### config.mk
export PLATFORM = sky130hd
export DESIGN_NAME = nes_core_bus
export DESIGN_NICKNAME = d
export VERILOG_FILES = /design/src/logic/nes_pkg.sv /design/src/logic/nes_clock_enables.sv /design/src/logic/nes_sprite_dmc_dma.sv /design/src/logic/nes_bus_arbiter.sv /design/src/logic/nes_config_regs.sv /design/src/logic/nes_core_bus.sv
export VERILOG_INCLUDE_DIRS = /design/src /design/src/logic
export SDC_FILE = /design/constraint.sdc
export NUM_CORES = 1
export LEC_CHECK = 0
export BUFFER_PORTS_ARGS = -buffer_cell sky130_fd_sc_hd__clkbuf_2
export CAP_MARGIN = 20
export CELL_PAD_IN_SITES_DETAIL_PLACEMENT = 0
export CELL_PAD_IN_SITES_GLOBAL_PLACEMENT = 2
export CORE_ASPECT_RATIO = 0.8
export CORE_MARGIN = 3
export CORE_UTILIZATION = 27
export DETAILED_ROUTE_END_ITERATION = 8
export PLACE_DENSITY = 0.94
export SETUP_SLACK_MARGIN = 0.4
export SYNTH_ARGS = -nofsm -noshare
export SYNTH_HDL_FRONTEND = slang
export SYNTH_SLANG_ARGS = --single-unit
### constraint.sdc
create_clock -name clk -period 4.1 [get_ports clk]
set_clock_uncertainty 0.1 [all_clocks]
set_input_delay 0.205 -clock clk [delete_from_list [all_inputs] [get_ports clk]]
set_output_delay 0.205 -clock clk [all_outputs]
set_load 0.01 [all_outputs]
### src/logic/nes_consts.svh
`ifndef NES_CONSTS_SVH
`define NES_CONSTS_SVH

// Master clock dividers
`define NES_CPU_DIV        12      // Master clocks per CPU cycle
`define NES_PPU_DIV        4       // Master clocks per PPU cycle
`define NES_CPU_DIV_W      5       // Width of the CPU divider
`define NES_PPU_DIV_W      3       // Width of the PPU divider
`define NES_PAL_GROUP      5       // CPU cycles per PAL stretch group
`define NES_PAL_GROUP_W    3

// CPU bus widths
`define NES_ADDR_W         16
`define NES_DATA_W         8
`define NES_JOY_BITS       5       // Serial bits visible per joypad read

// Fixed CPU addresses
`define NES_OAM_DATA_ADDR  16'h2004  // Sprite DMA write target
`define NES_OAM_DMA_ADDR   16'h4014  // Write here starts sprite DMA
`define NES_JOY1_ADDR      16'h4016
`define NES_JOY2_ADDR      16'h4017

// Register window, upper bound exclusive
`define NES_REG_LO         16'h2000
`define NES_REG_HI         16'h4020

// APB side
`define NES_APB_AW         8
`define NES_APB_DW         32
`define NES_APB_CTRL       8'h00     // System type, read/write
`define NES_APB_STATUS     8'h04     // DMA status, read only

`endif

### src/logic/nes_pkg.sv
`default_nettype none

`include "nes_consts.svh"

package nes_pkg;

	// Dendy shares the NTSC timing here, only bit 0 selects PAL
	typedef enum logic [1:0] {
		SYS_NTSC  = 2'd0,
		SYS_PAL   = 2'd1,
		SYS_DENDY = 2'd2
	} sys_type_e;

	typedef struct packed {
		logic [7:0] page;    // High byte, loaded by the 0x4014 write
		logic [7:0] offset;  // Low byte, counts through the page
	} bus_page_t;

	// One address word, decoded whole or as page plus offset
	typedef union packed {
		logic [`NES_ADDR_W-1:0] word;
		bus_page_t              paged;
	} bus_addr_u;

	typedef struct packed {
		bus_addr_u              addr;
		logic                   rnw;   // 1 read, 0 write
		logic [`NES_DATA_W-1:0] dout;
	} cpu_bus_t;

	typedef struct packed {
		bus_addr_u              addr;
		logic                   read;   // One clock strobe at cart_ce
		logic                   write;
		logic [`NES_DATA_W-1:0] dout;
	} mem_bus_t;

	typedef struct packed {
		bus_addr_u              addr;
		logic                   enable;  // DMA owns the bus this cycle
		logic                   read;    // Else a write
		logic [`NES_DATA_W-1:0] dout;
	} dma_req_t;

	typedef struct packed {
		logic cpu_ce;
		logic ppu_ce;
		logic cart_ce;
		logic odd_cycle;  // 1 on odd CPU cycles
	} clk_en_t;

	typedef struct packed {
		logic                   psel;
		logic                   penable;
		logic                   pwrite;
		logic [`NES_APB_AW-1:0] paddr;
		logic [`NES_APB_DW-1:0] pwdata;
	} apb_req_t;

	typedef struct packed {
		logic [`NES_APB_DW-1:0] prdata;
		logic                   pready;
		logic                   pslverr;
	} apb_rsp_t;

	typedef struct packed {
		logic       sprite_busy;
		logic       dmc_active;
		logic [7:0] page;  // Source page of the last sprite DMA
	} dma_status_t;

endpackage

`default_nettype wire

### src/logic/nes_clock_enables.sv
`timescale 1ns/1ps
`default_nettype none

`include "nes_consts.svh"

// Master clock to CPU/PPU enables
// Cyc  123456789ABC
// CPU  -----------C
// PPU  ---P---P---P
module nes_clock_enables (
	input  logic               clk,
	input  logic               reset,
	input  nes_pkg::sys_type_e sys_type,
	output nes_pkg::clk_en_t   ce
);

	logic [`NES_CPU_DIV_W-1:0]   div_cpu;
	logic [`NES_PPU_DIV_W-1:0]   div_ppu;
	logic [1:0]                  ppu_tick;   // PPU ticks seen in this CPU cycle
	logic [`NES_PAL_GROUP_W-1:0] group_cnt;  // Position in the PAL group
	logic                        stretched;  // Extra clock already taken
	logic                        odd_q;
	nes_pkg::sys_type_e          sys_q;      // Latched system type
	logic                        cpu_ce;
	logic                        ppu_ce;
	logic                        pal;
	logic                        realign;
	logic                        freeze;

	assign cpu_ce  = (div_cpu == `NES_CPU_DIV_W'(`NES_CPU_DIV));
	assign ppu_ce  = (div_ppu == `NES_PPU_DIV_W'(`NES_PPU_DIV));
	assign pal     = (sys_q == nes_pkg::SYS_PAL);
	assign realign = (sys_q != sys_type);  // Type changed, restart both dividers

	// Last cycle of a PAL group holds the CPU divider one clock
	assign freeze = pal && !stretched && (div_cpu == `NES_CPU_DIV_W'(1)) &&
		(group_cnt == `NES_PAL_GROUP_W'(`NES_PAL_GROUP - 1));

	always_ff @(posedge clk) begin
		if (reset) begin
			div_cpu   <= `NES_CPU_DIV_W'(1);
			div_ppu   <= `NES_PPU_DIV_W'(1);
			ppu_tick  <= 2'd0;
			group_cnt <= '0;
			stretched <= 1'b0;
			odd_q     <= 1'b1;  // First CPU cycle is odd
			sys_q     <= nes_pkg::SYS_NTSC;
		end else begin
			sys_q <= sys_type;
			if (realign) begin
				div_cpu   <= `NES_CPU_DIV_W'(1);
				div_ppu   <= `NES_PPU_DIV_W'(1);
				ppu_tick  <= 2'd0;
				group_cnt <= '0;
				stretched <= 1'b0;
			end else begin
				if (!freeze)
					div_cpu <= cpu_ce ? `NES_CPU_DIV_W'(1) : div_cpu + `NES_CPU_DIV_W'(1);
				div_ppu <= ppu_ce ? `NES_PPU_DIV_W'(1) : div_ppu + `NES_PPU_DIV_W'(1);

				// Tick count restarts with every CPU cycle
				if (cpu_ce)
					ppu_tick <= 2'd0;
				else if (ppu_ce)
					ppu_tick <= ppu_tick + 2'd1;

				if (freeze)
					stretched <= 1'b1;
				else if (cpu_ce)
					stretched <= 1'b0;

				if (cpu_ce && pal) begin
					if (group_cnt == `NES_PAL_GROUP_W'(`NES_PAL_GROUP - 1))
						group_cnt <= '0;
					else
						group_cnt <= group_cnt + `NES_PAL_GROUP_W'(1);
				end
			end
			if (cpu_ce)
				odd_q <= ~odd_q;
		end
	end

	assign ce.cpu_ce    = cpu_ce;
	assign ce.ppu_ce    = ppu_ce;
	assign ce.cart_ce   = ppu_ce && (ppu_tick == 2'd0);  // First PPU tick with CPU data on the bus
	assign ce.odd_cycle = odd_q;

endmodule

`default_nettype wire

### src/logic/nes_sprite_dmc_dma.sv
`timescale 1ns/1ps
`default_nettype none

`include "nes_consts.svh"

// Sprite DMA reads on even cycles and writes 0x2004 on odd ones
// A DMC fetch steals one even cycle and the odd cycle after it idles
module nes_sprite_dmc_dma (
	input  logic                   clk,
	input  logic                   reset,
	input  nes_pkg::clk_en_t       ce,
	input  nes_pkg::bus_addr_u     bus_addr,
	input  logic                   bus_write,
	input  logic                   cpu_rnw,
	input  logic [`NES_DATA_W-1:0] cpu_dout,
	input  logic [`NES_DATA_W-1:0] from_data_bus,
	input  logic                   dmc_request,
	input  nes_pkg::bus_addr_u     dmc_addr,
	output nes_pkg::dma_req_t      dma,
	output logic                   pause_cpu,
	output logic                   dmc_ack,
	output nes_pkg::dma_status_t   status
);

	logic                   dmc_state;       // DMC fetch pending or in progress
	logic [1:0]             spr_state;       // 0 idle, 1 CPU held, 3 transferring
	nes_pkg::bus_addr_u     spr_src;         // Page and running offset
	logic [`NES_DATA_W-1:0] spr_byte;        // Byte on its way to OAM
	logic [8:0]             next_offset;     // Carry out ends the page
	logic                   sprite_trigger;
	logic                   odd;

	assign odd            = ce.odd_cycle;
	assign sprite_trigger = bus_write && (bus_addr.word == `NES_OAM_DMA_ADDR);
	assign next_offset    = {1'b0, spr_src.paged.offset} + 9'd1;

	always_ff @(posedge clk) begin
		if (reset) begin
			dmc_state    <= 1'b0;
			spr_state    <= 2'd0;
			spr_src.word <= '0;
		end else if (ce.cpu_ce) begin
			// DMC is accepted on an even read cycle, served on the next even one
			if (!dmc_state && dmc_request && cpu_rnw && !odd)
				dmc_state <= 1'b1;
			if (dmc_state && !odd)
				dmc_state <= 1'b0;

			if (sprite_trigger) begin
				spr_src.paged.page   <= cpu_dout;
				spr_src.paged.offset <= 8'h00;
				spr_state            <= 2'd1;
			end
			if (spr_state == 2'd1 && cpu_rnw && odd)
				spr_state <= 2'd3;  // Aligned, first read comes next
			if (spr_state[1] && !odd && dmc_state)
				spr_state <= 2'd1;  // DMC took this slot, realign on the idle odd
			if (spr_state[1] && odd) begin
				spr_src.paged.offset <= next_offset[7:0];
				if (next_offset[8])
					spr_state <= 2'd0;  // Page done
			end
		end
	end

	always_ff @(posedge clk) begin
		if (ce.cpu_ce && spr_state[1] && !odd)
			spr_byte <= from_data_bus;
	end

	assign dmc_ack   = dmc_state && !odd;
	assign pause_cpu = spr_state[0] || dmc_request;  // Held as long as either wants the bus

	assign dma.enable = dmc_ack || spr_state[1];
	assign dma.read   = !odd;
	assign dma.dout   = spr_byte;
	assign dma.addr   = dmc_ack ? dmc_addr :
		!odd ? spr_src : nes_pkg::bus_addr_u'(`NES_OAM_DATA_ADDR);

	assign status.sprite_busy = (spr_state != 2'd0);
	assign status.dmc_active  = dmc_state;
	assign status.page        = spr_src.paged.page;

endmodule

`default_nettype wire

### src/logic/nes_bus_arbiter.sv
`timescale 1ns/1ps
`default_nettype none

`include "nes_consts.svh"

module nes_bus_arbiter (
	input  logic                     clk,
	input  logic                     reset,
	input  nes_pkg::clk_en_t         ce,
	input  nes_pkg::cpu_bus_t        cpu,
	input  nes_pkg::dma_req_t        dma,
	input  logic [`NES_DATA_W-1:0]   mem_din,
	input  logic [`NES_JOY_BITS-1:0] joypad1_data,
	input  logic [`NES_JOY_BITS-1:0] joypad2_data,
	output nes_pkg::bus_addr_u       bus_addr,
	output logic                     bus_write,
	output nes_pkg::mem_bus_t        mem,
	output logic [`NES_DATA_W-1:0]   from_data_bus,
	output logic [2:0]               joypad_out,
	output logic [1:0]               joypad_clock
);

	logic                   bus_read;
	logic [`NES_DATA_W-1:0] bus_dout;
	logic                   in_window;   // 0x2000 through 0x401F
	logic                   joy1_sel;
	logic                   joy2_sel;
	logic [`NES_DATA_W-1:0] open_bus;    // Last byte seen on the data bus
	logic [2:0]             joy_strobe;

	// Owner select, DMA wins whenever it asks
	assign bus_addr  = dma.enable ? dma.addr : cpu.addr;
	assign bus_read  = dma.enable ? dma.read : cpu.rnw;
	assign bus_write = !bus_read;
	assign bus_dout  = dma.enable ? dma.dout : cpu.dout;

	assign in_window = (bus_addr.word >= `NES_REG_LO) && (bus_addr.word < `NES_REG_HI);
	assign joy1_sel  = (bus_addr.word == `NES_JOY1_ADDR);
	assign joy2_sel  = (bus_addr.word == `NES_JOY2_ADDR);

	// Memory only sees reads outside the window
	assign mem.addr  = bus_addr;
	assign mem.read  = bus_read && ce.cart_ce && !in_window;
	assign mem.write = bus_write && ce.cart_ce;
	assign mem.dout  = bus_dout;

	// Data bus seen by the CPU and the DMA latch
	always_comb begin
		if (joy1_sel)
			from_data_bus = {open_bus[7:5], joypad1_data};
		else if (joy2_sel)
			from_data_bus = {open_bus[7:5], joypad2_data};
		else if (in_window)
			from_data_bus = open_bus;  // Nothing drives the bus
		else
			from_data_bus = mem_din;
	end

	always_ff @(posedge clk) begin
		if (reset)
			open_bus <= '0;
		else
			open_bus <= from_data_bus;  // Floating bus keeps its charge
	end

	// Strobe lines to both joypads, set by writes to 0x4016
	always_ff @(posedge clk) begin
		if (reset)
			joy_strobe <= 3'd0;
		else if (joy1_sel && bus_write && ce.cart_ce)
			joy_strobe <= bus_dout[2:0];
	end

	assign joypad_out   = joy_strobe;
	assign joypad_clock = {joy2_sel && bus_read && ce.cart_ce,  // One pulse per port read
		joy1_sel && bus_read && ce.cart_ce};

endmodule

`default_nettype wire

### src/logic/nes_config_regs.sv
`timescale 1ns/1ps
`default_nettype none

`include "nes_consts.svh"

// APB slave, zero wait states
// CTRL holds the system type, STATUS mirrors the DMA block
module nes_config_regs (
	input  logic                 clk,
	input  logic                 reset,
	input  nes_pkg::apb_req_t    apb_req,
	output nes_pkg::apb_rsp_t    apb_rsp,
	input  nes_pkg::dma_status_t status,
	output nes_pkg::sys_type_e   sys_type
);

	logic access;      // Second phase of a transfer
	logic sel_ctrl;
	logic sel_status;
	logic bad_access;
	logic wr_ctrl;

	assign access     = apb_req.psel && apb_req.penable;
	assign sel_ctrl   = (apb_req.paddr == `NES_APB_CTRL);
	assign sel_status = (apb_req.paddr == `NES_APB_STATUS);

	// Unknown offset, or STATUS written
	assign bad_access = !(sel_ctrl || sel_status) || (sel_status && apb_req.pwrite);
	assign wr_ctrl    = access && apb_req.pwrite && sel_ctrl;

	always_ff @(posedge clk) begin
		if (reset)
			sys_type <= nes_pkg::SYS_NTSC;
		else if (wr_ctrl)
			sys_type <= nes_pkg::sys_type_e'(apb_req.pwdata[1:0]);
	end

	always_comb begin
		apb_rsp.pready  = 1'b1;
		apb_rsp.pslverr = access && bad_access;
		apb_rsp.prdata  = '0;
		if (access && !apb_req.pwrite) begin
			if (sel_ctrl)
				apb_rsp.prdata = {{(`NES_APB_DW - 2){1'b0}}, sys_type};
			else if (sel_status)
				apb_rsp.prdata = {{(`NES_APB_DW - 10){1'b0}}, status};  // Live, not sampled
		end
	end

endmodule

`default_nettype wire

### src/logic/nes_core_bus.sv
`timescale 1ns/1ps
`default_nettype none

`include "nes_consts.svh"

module nes_core_bus (
	input  logic                     clk,
	input  logic                     reset,
	input  nes_pkg::apb_req_t        apb_req,
	output nes_pkg::apb_rsp_t        apb_rsp,
	input  nes_pkg::cpu_bus_t        cpu,
	input  logic [`NES_DATA_W-1:0]   mem_din,
	input  logic [`NES_JOY_BITS-1:0] joypad1_data,
	input  logic [`NES_JOY_BITS-1:0] joypad2_data,
	input  logic                     dmc_request,
	input  nes_pkg::bus_addr_u       dmc_addr,
	output nes_pkg::mem_bus_t        mem,
	output logic [`NES_DATA_W-1:0]   from_data_bus,
	output nes_pkg::clk_en_t         clk_en,
	output logic                     pause_cpu,
	output logic                     dmc_ack,
	output logic [2:0]               joypad_out,
	output logic [1:0]               joypad_clock
);

	nes_pkg::sys_type_e   sys_type;
	nes_pkg::dma_status_t dma_status;
	nes_pkg::dma_req_t    dma;
	nes_pkg::bus_addr_u   bus_addr;   // Address of whoever owns the bus
	logic                 bus_write;

	nes_config_regs nes_config_regs_i (
		.clk      (clk),
		.reset    (reset),
		.apb_req  (apb_req),
		.apb_rsp  (apb_rsp),
		.status   (dma_status),
		.sys_type (sys_type)
	);

	nes_clock_enables nes_clock_enables_i (
		.clk      (clk),
		.reset    (reset),
		.sys_type (sys_type),
		.ce       (clk_en)
	);

	nes_sprite_dmc_dma nes_sprite_dmc_dma_i (
		.clk           (clk),
		.reset         (reset),
		.ce            (clk_en),
		.bus_addr      (bus_addr),
		.bus_write     (bus_write),
		.cpu_rnw       (cpu.rnw),
		.cpu_dout      (cpu.dout),     // Page byte of the 0x4014 write
		.from_data_bus (from_data_bus),
		.dmc_request   (dmc_request),
		.dmc_addr      (dmc_addr),
		.dma           (dma),
		.pause_cpu     (pause_cpu),
		.dmc_ack       (dmc_ack),
		.status        (dma_status)
	);

	nes_bus_arbiter nes_bus_arbiter_i (
		.clk           (clk),
		.reset         (reset),
		.ce            (clk_en),
		.cpu           (cpu),
		.dma           (dma),
		.mem_din       (mem_din),
		.joypad1_data  (joypad1_data),
		.joypad2_data  (joypad2_data),
		.bus_addr      (bus_addr),
		.bus_write     (bus_write),
		.mem           (mem),
		.from_data_bus (from_data_bus),
		.joypad_out    (joypad_out),
		.joypad_clock  (joypad_clock)
	);

endmodule

`default_nettype wire

=== After elaboration in Yosys (flattened, before gate mapping) ===
Cells that the tools add are included.

* Add/sub/neg operators: 5
* Magnitude comparators: 2
* Eq/ne operators: 11
* Multiplexer cells: 24
* Bitwise logic cells: 1
* Reductions and logical operators: 56

{| class="wikitable"
|+ Operators with widths
! operator !! number
|-
| 32-bit two-way mux || 2
|-
| 16-bit by 15-bit equality test with 1-bit output, second input constant || 3
|-
| 16-bit two-way mux || 3
|-
| 8-bit two-way mux || 6
|-
| 1-bit logical AND || 33
|-
| 16-bit by 14-bit greater-or-equal comparator with 1-bit output, second input constant || 1
|-
| 16-bit by 15-bit less-than comparator with 1-bit output, second input constant || 1
|-
| 10-bit two-way mux || 1
|-
| 2-bit two-way mux || 5
|-
| 8-bit by 1-bit adder with 9-bit output, second input constant || 1
|-
| 8-bit by 3-bit equality test with 1-bit output, second input constant || 1
|-
| 8-bit zero test || 1
|-
| 2-bit nonzero test || 4
|-
| 1-bit zero test || 7
|-
| 3-bit by 1-bit adder with 3-bit output, second input constant || 2
|-
| 3-bit equality test, second input constant || 2
|-
| 2-bit AND reduction || 3
|-
| 3-bit OR reduction || 2
|-
| 5-bit by 1-bit adder with 5-bit output, second input constant || 1
|-
| 5-bit by 1-bit equality test with 1-bit output, second input constant || 1
|-
| 5-bit by 4-bit equality test with 1-bit output, second input constant || 1
|-
| 1-bit two-way mux || 5
|-
| 5-bit two-way mux || 1
|-
| 2-bit by 1-bit equality test with 1-bit output, second input constant || 2
|-
| 7 further kinds || 10
|}

* Flip-flop bits (word level): 57
* Input bits: 105
* Output and inout bits: 79
* Logic and storage cells: 114

=== Logic depth before layout (Yosys ltp) ===
* Word-level depth: 11
* Mapped depth: 11
* Depth with buffers taken out: 9

=== Hierarchy ===
From an unflattened synthesis, not the netlist that was laid out.

* Cell total of the unflattened synthesis: 458
* Area total of the unflattened synthesis: 4081.4 µm²

{| class="wikitable"
|+ Modules (own cells, without submodules)
! module !! times used !! cells each !! area an instance (µm²) !! seq. area each (µm²)
|-
| nes_sprite_dmc_dma || 1 || 165 || 1490.2 || 620.6
|-
| nes_bus_arbiter || 1 || 143 || 1257.5 || 220.2
|-
| nes_clock_enables || 1 || 94 || 899.6 || 340.3
|-
| nes_config_regs || 1 || 56 || 434.2 || 40.0
|}

=== Worst setup path before layout ===
No wires, ideal clock.

* Path type: reg-to-reg
* Start: reg nes_clock_enables_i.odd_q
* End: reg nes_sprite_dmc_dma_i.spr_byte[0], data pin
* Library setup time: 0.300 ns
* Data arrival time: 2.052 ns
* Setup slack: 1.648 ns
* Stages on the path, launching flop included: 12
* Path buffers: 4
* Path through: dfxtp_1 > nand2b_1 > buf_6 > inv_4 > buf_6 > a32o_1 > a211oi_2 > nand4b_2 > buf_6 > clkbuf_1 > a22oi_1 > nand3_1

* Word-level cells in the longest chain between the ends: 9
* Elaborated cells between the ends (all ways): 14

{| class="wikitable"
|+ RTL lines
! element !! RTL line !! RTL
|-
| start, declared || nes_clock_enables.sv:22 || <nowiki>logic odd_q;</nowiki>
|-
| start signal, assigned || nes_clock_enables.sv:80 || <nowiki>odd_q <= ~odd_q;</nowiki>
|-
| 1-bit zero test (*) || nes_sprite_dmc_dma.sv:71 || <nowiki>assign dmc_ack = dmc_state && !odd;</nowiki>
|-
| 1-bit logical AND (*) || nes_sprite_dmc_dma.sv:71 ||
|-
| via dmc_ack || nes_core_bus.sv:21 || <nowiki>output logic dmc_ack,</nowiki>
|-
| 16-bit two-way mux / 1-bit logical OR (equally long branches) || nes_sprite_dmc_dma.sv:77, nes_sprite_dmc_dma.sv:74 ||
|-
| 16-bit two-way mux (*) || nes_bus_arbiter.sv:32 || <nowiki>assign bus_addr = dma.enable ? dma.addr : cpu.addr;</nowiki>
|-
| 16-bit by 14-bit greater-or-equal comparator with 1-bit output (no source line) / 16-bit by 15-bit less-than comparator with 1-bit output (equally long branches) || -- ||
|-
| 1-bit logical AND || nes_bus_arbiter.sv:37 || <nowiki>assign in_window = (bus_addr.word >= `NES_REG_LO) && (bus_addr.word < `NES_REG_HI);</nowiki>
|-
| 8-bit two-way mux || nes_bus_arbiter.sv:53 || <nowiki>else if (in_window)</nowiki>
|-
| 8-bit two-way mux || nes_bus_arbiter.sv:51 || <nowiki>else if (joy2_sel)</nowiki>
|-
| 8-bit two-way mux (*) || nes_bus_arbiter.sv:49 || <nowiki>if (joy1_sel)</nowiki>
|-
| via from_data_bus[0] || nes_core_bus.sv:18 || <nowiki>output logic [`NES_DATA_W-1:0] from_data_bus,</nowiki>
|-
| end signal, assigned || nes_sprite_dmc_dma.sv:68 || <nowiki>spr_byte <= from_data_bus;</nowiki>
|-
| end, declared || nes_sprite_dmc_dma.sv:28 || <nowiki>logic [`NES_DATA_W-1:0] spr_byte;</nowiki>
|}

Mark *: on every way through the listed nets, which the timed path passes. The rest lies on a longest branch.
A chain may end at the register's enable or synchronous reset.

=== Worst setup path in the final report ===
* Start: reg nes_clock_enables_i.odd_q
* End: out from_data_bus[4]

* Word-level cells in the longest chain between the ends: 9
* Elaborated cells between the ends (all ways): 14

{| class="wikitable"
|+ RTL lines
! element !! RTL line
|-
| 1-bit zero test || nes_sprite_dmc_dma.sv:71
|-
| 1-bit logical AND || nes_sprite_dmc_dma.sv:71
|-
| 16-bit two-way mux / 1-bit logical OR (equally long branches) || nes_sprite_dmc_dma.sv:77, nes_sprite_dmc_dma.sv:74
|-
| 16-bit two-way mux (*) || nes_bus_arbiter.sv:32
|-
| 16-bit by 14-bit greater-or-equal comparator with 1-bit output (no source line) / 16-bit by 15-bit less-than comparator with 1-bit output (equally long branches) || --
|-
| 1-bit logical AND || nes_bus_arbiter.sv:37
|-
| 8-bit two-way mux || nes_bus_arbiter.sv:53
|-
| 8-bit two-way mux || nes_bus_arbiter.sv:51
|-
| 8-bit two-way mux (*) || nes_bus_arbiter.sv:49
|-
| end, declared || nes_core_bus.sv:18
|}

Every way passes the cells marked *; elsewhere a longest branch is shown, timed or not.

==> flow_summary_export.csv <==
group,metric,value,unit
synth,yosysSeqAreaShare,0.335,
timing,slew_headroom,0.395,
drt,top_layer,"met4",
synth,netlist_area,3640,µm²
final_layout,antenna_cells,0,
clock_tree,path_clk_slew,0.05,ns
clock_tree,cts_buffers,9,
power,power_density,325,nW/µm²
timing,fin_crit,3.37,ns
worst_setup_path,end_kind,"primary output",
worst_setup_path,worstSetupStartpointType,"flop",
clock_tree,clock_latency,0.33,ns
global_routing,grt_max_degree,48,
final_layout,layout_common_cells,"clkbuf_2 (130), dfxtp_1 (48), nor2_1 (32)",
clock_tree,cts_num_sinks,57,
worst_setup_path,cp_slowest_cell,"or3_1",
drt,met2WireLength,5.44,mm
timing,drv_slew,0,
die,fp-row-count,37,
worst_setup_path,cp_max_fo,21,
drt,drt-total-wl,11.9,mm
final_layout,postLayoutCoreUtil,0.358,
synth,synth-edff-count,8,
worst_setup_path,arrival,3.07,ns
worst_setup_path,cp_cell_sequence,"buf_4, clkinv_1, a32o_1, nor4_2, nand4b_2, buf_4, or3_1, nand3_1, clkbuf_2",
global_routing,first_global_vias,3475,
drt,drtIter0Drc,226,
drt,drt-pass1-iter-count,5,
run,maxCapViolCount,0,
synth,ys.flop_type,"dfxtp_1",
global_routing,grt_pass1_wl,18.1,mm
placement,portBuffers,130,
clock_tree,cts_tree,"yes",
drt,post_drt_wl_per_cell,16.0,µm
timing,finalCritPeriodShare,0.822,
worst_setup_path,path_class,"reg -> out",
final_layout,multiInputGateArea,2100,µm²
drt,drc,0,
worst_setup_path,worstPathRequired,3.80,ns
die,die_area,14900,µm²
synth,netlist_instances,435,
run_status,status,"finished clean",
global_routing,grt_usage,0.157,
timing,worstMarginPinSlew,0.908,ns
drt,viasPerCell,4.95,
synth,async_reset_ff_frac,0,
global_routing,antenna_found_initial,0,
timing,grt_setup_unrepaired,"false",
hold_path,hold_path_class,"in -> reg",
die,ios,184,
synth,yosysWarnings,0,
final_layout,num-fill-cells,1369,
die,coreArea,13000,µm²
timing,setup_viol,0,
worst_setup_path,critPathMaxStageDelay,0.41,ns
drt,vias,3657,
timing,hold_violations,0,
final_layout,layout_commonest_cell,"clkbuf_2",
clock_tree,cts.path.max_buffers,2,
final_layout,num-nets-final,673,
placement,hpwlAfterDp,9.13,mm
final_layout,area_growth,27.9,%
clock_tree,h-tree-depth,3,
timing,setup_tns,0,ns
worst_setup_path,cpLargestDelayFamily,"simple AND/OR/NAND/NOR gates",
die,die_w,136,µm
drt,ant_nets,0,
synth,ys_ff_latch,57,
power,irDropWorstVdd,195,µV
timing,fmax,297,MHz
power,p_leak,2.11,nW
final_layout,regArea,1220,µm²
clock_tree,cts_setup_buffers,0,
drt,route.met3.wl,1.01,mm
final_layout,drive_above_1_share,0.303,
clock_tree,ctsRootBufferMaster,"clkbuf_16",
global_routing,grt_overflow,0,
drt,drt-met1-wl,5.20,mm
worst_setup_path,path_buf_inv,4,
synth,synth_cell_types,56,
placement,place.gp.congestion,0.876,
worst_setup_path,cp_common_cell,"buf_4",
synth,synth.avg_cell_area,8.38,µm²
die,die_y,110,µm
die,initial_core_util,0.280,
sequential cells by signal, indices dropped and copies added (netlist names):
signal and flops:
nes_sprite_dmc_dma_i.dmc_state 1, nes_clock_enables_i.sys_q 2, nes_clock_enables_i.div_ppu 3, nes_clock_enables_i.group_cnt 3, nes_sprite_dmc_dma_i.spr_state 2, nes_sprite_dmc_dma_i.spr_src 16
nes_clock_enables_i.stretched 1, nes_sprite_dmc_dma_i.spr_byte 8, nes_bus_arbiter_i.open_bus 8, nes_clock_enables_i.odd_q 1, nes_bus_arbiter_i.joypad_out 3, nes_clock_enables_i.div_cpu 5
nes_config_regs_i.sys_type 2, nes_clock_enables_i.ppu_tick 2
worst register-to-register path: stages (launching register included):
cell,delay [ns]
dfxtp_1,0.32
buf_4,0.24
clkinv_1,0.35
a32o_1,0.40
nor4_2,0.35
nand4b_2,0.13
buf_4,0.23
nor3_4,0.30
buf_4,0.29
mux2i_1,0.23
cell families (layout without fill, tap and decap cells):
group                      Yosys count  after routing  share of synthesized area
muxes                               27             27                     0.0769
buffers and inverters               74            182                      0.113
AOI/OAI and AO/OA                   86             86                      0.163
DFF                                 57             57                      0.335
adders and majority gates            9              9                     0.0309
xor gates and xnor gates            12             12                     0.0288
other                                2             23                    0.00206
and+or+nand+nor                    168            168                      0.250
per-stage QoR:
| step | total power [mW] | hold slack (ns) | cell area (µm²) | setup slack (ns) | std cells |
|---|---|---|---|---|---|
| floorplan | 0.717 | 0.249 | 3720 | 1.65 | 456 |
| global placement | 0.784 | 0.292 | 4350 | 0.880 | 722 |
| detailed placement | 0.786 | 0.303 | 4350 | 0.823 | 722 |
| CTS | 1.53 | 0.00586 | 4650 | 0.454 | 739 |
| global route | 1.58 | 0.0385 | 4660 | 0.469 | 739 |
| finish | 1.52 | 0.0183 | 4660 | 0.729 | 739 |
repair_timing:
action,4_1_cts,5_1_grt
hold buffers,1,0
gates resized for setup,0,2
endpoints found under the hold margin,1,0
endpoints found under the setup margin,0,11
layout make-up:
| class | instances | share of cell area |
|---|---|---|
| Tap cell | 175 | 0.0470 |
| Clock buffer | 13 | 0.0537 |
| Sequential cell | 57 | 0.262 |
| Inverter | 25 | 0.0207 |
| Clock inverter | 3 | 0.00859 |
| Multi-Input combinational cell | 325 | 0.450 |
| Timing Repair Buffer | 141 | 0.158 |
final timing paths:
path	start	to	slack (ns)	cells after the start
setup / recovery	nes_clock_enables_i.odd_q$_SDFFE_PP1P_	from_data_bus[4]	0.73	9
hold / removal	apb_req[1]	nes_config_regs_i.sys_type[1]$_SDFFE_PP0P_	0.02	3
setup reg to reg	nes_clock_enables_i.odd_q$_SDFFE_PP1P_	nes_sprite_dmc_dma_i.spr_src[11]$_SDFFE_PP0P_	1.09	9
hold reg to reg	nes_clock_enables_i.div_ppu[0]$_SDFF_PP1_	nes_clock_enables_i.div_ppu[0]$_SDFF_PP1_	0.32	1
synthesized netlist by cell type (all sizes together) (3+ instances only):
cell type,instances,area share
nor4,8,0.015
xnor2,3,0.0072
xor2,9,0.022
a21o,4,0.0082
a32o,6,0.016
a21oi,18,0.026
o31ai,3,0.0062
mux2,8,0.025
a22oi,11,0.023
a31oi,10,0.017
nand3b,3,0.0062
and3,3,0.0052
nand2b,19,0.033
nor2,33,0.034
o32ai,3,0.0072
a32oi,3,0.0072
o21ai,17,0.023
edfxtp,8,0.066
nand2,24,0.025
dfxtp,49,0.27
nand4b,4,0.011
nand4,3,0.0052
ha,9,0.031
mux2i,19,0.052
a211oi,3,0.0076
buf,35,0.072
or3,11,0.019
inv,24,0.025
clkbuf,14,0.014
nor3,16,0.025
or4b,3,0.0082
nand3,27,0.037
and2,8,0.014
where the power goes:
part / total, mW / switching (mW) / leakage, nW / internal [mW]
registers: 0.592 / 0.0101 / 0.471 / 0.582
clock network: 0.739 / 0.255 / 0.144 / 0.485
logic: 0.184 / 0.104 / 1.50 / 0.0796
total: 1.52 / 0.369 / 2.11 / 1.15
per-layer routing:
layer,GRT usage,up-vias
li1,-,1763
met1,0.200,1726
met2,0.254,152
met3,0.0508,16
met4,0.0475,0
met5,0,-
(Power assumes the default switching activity.)
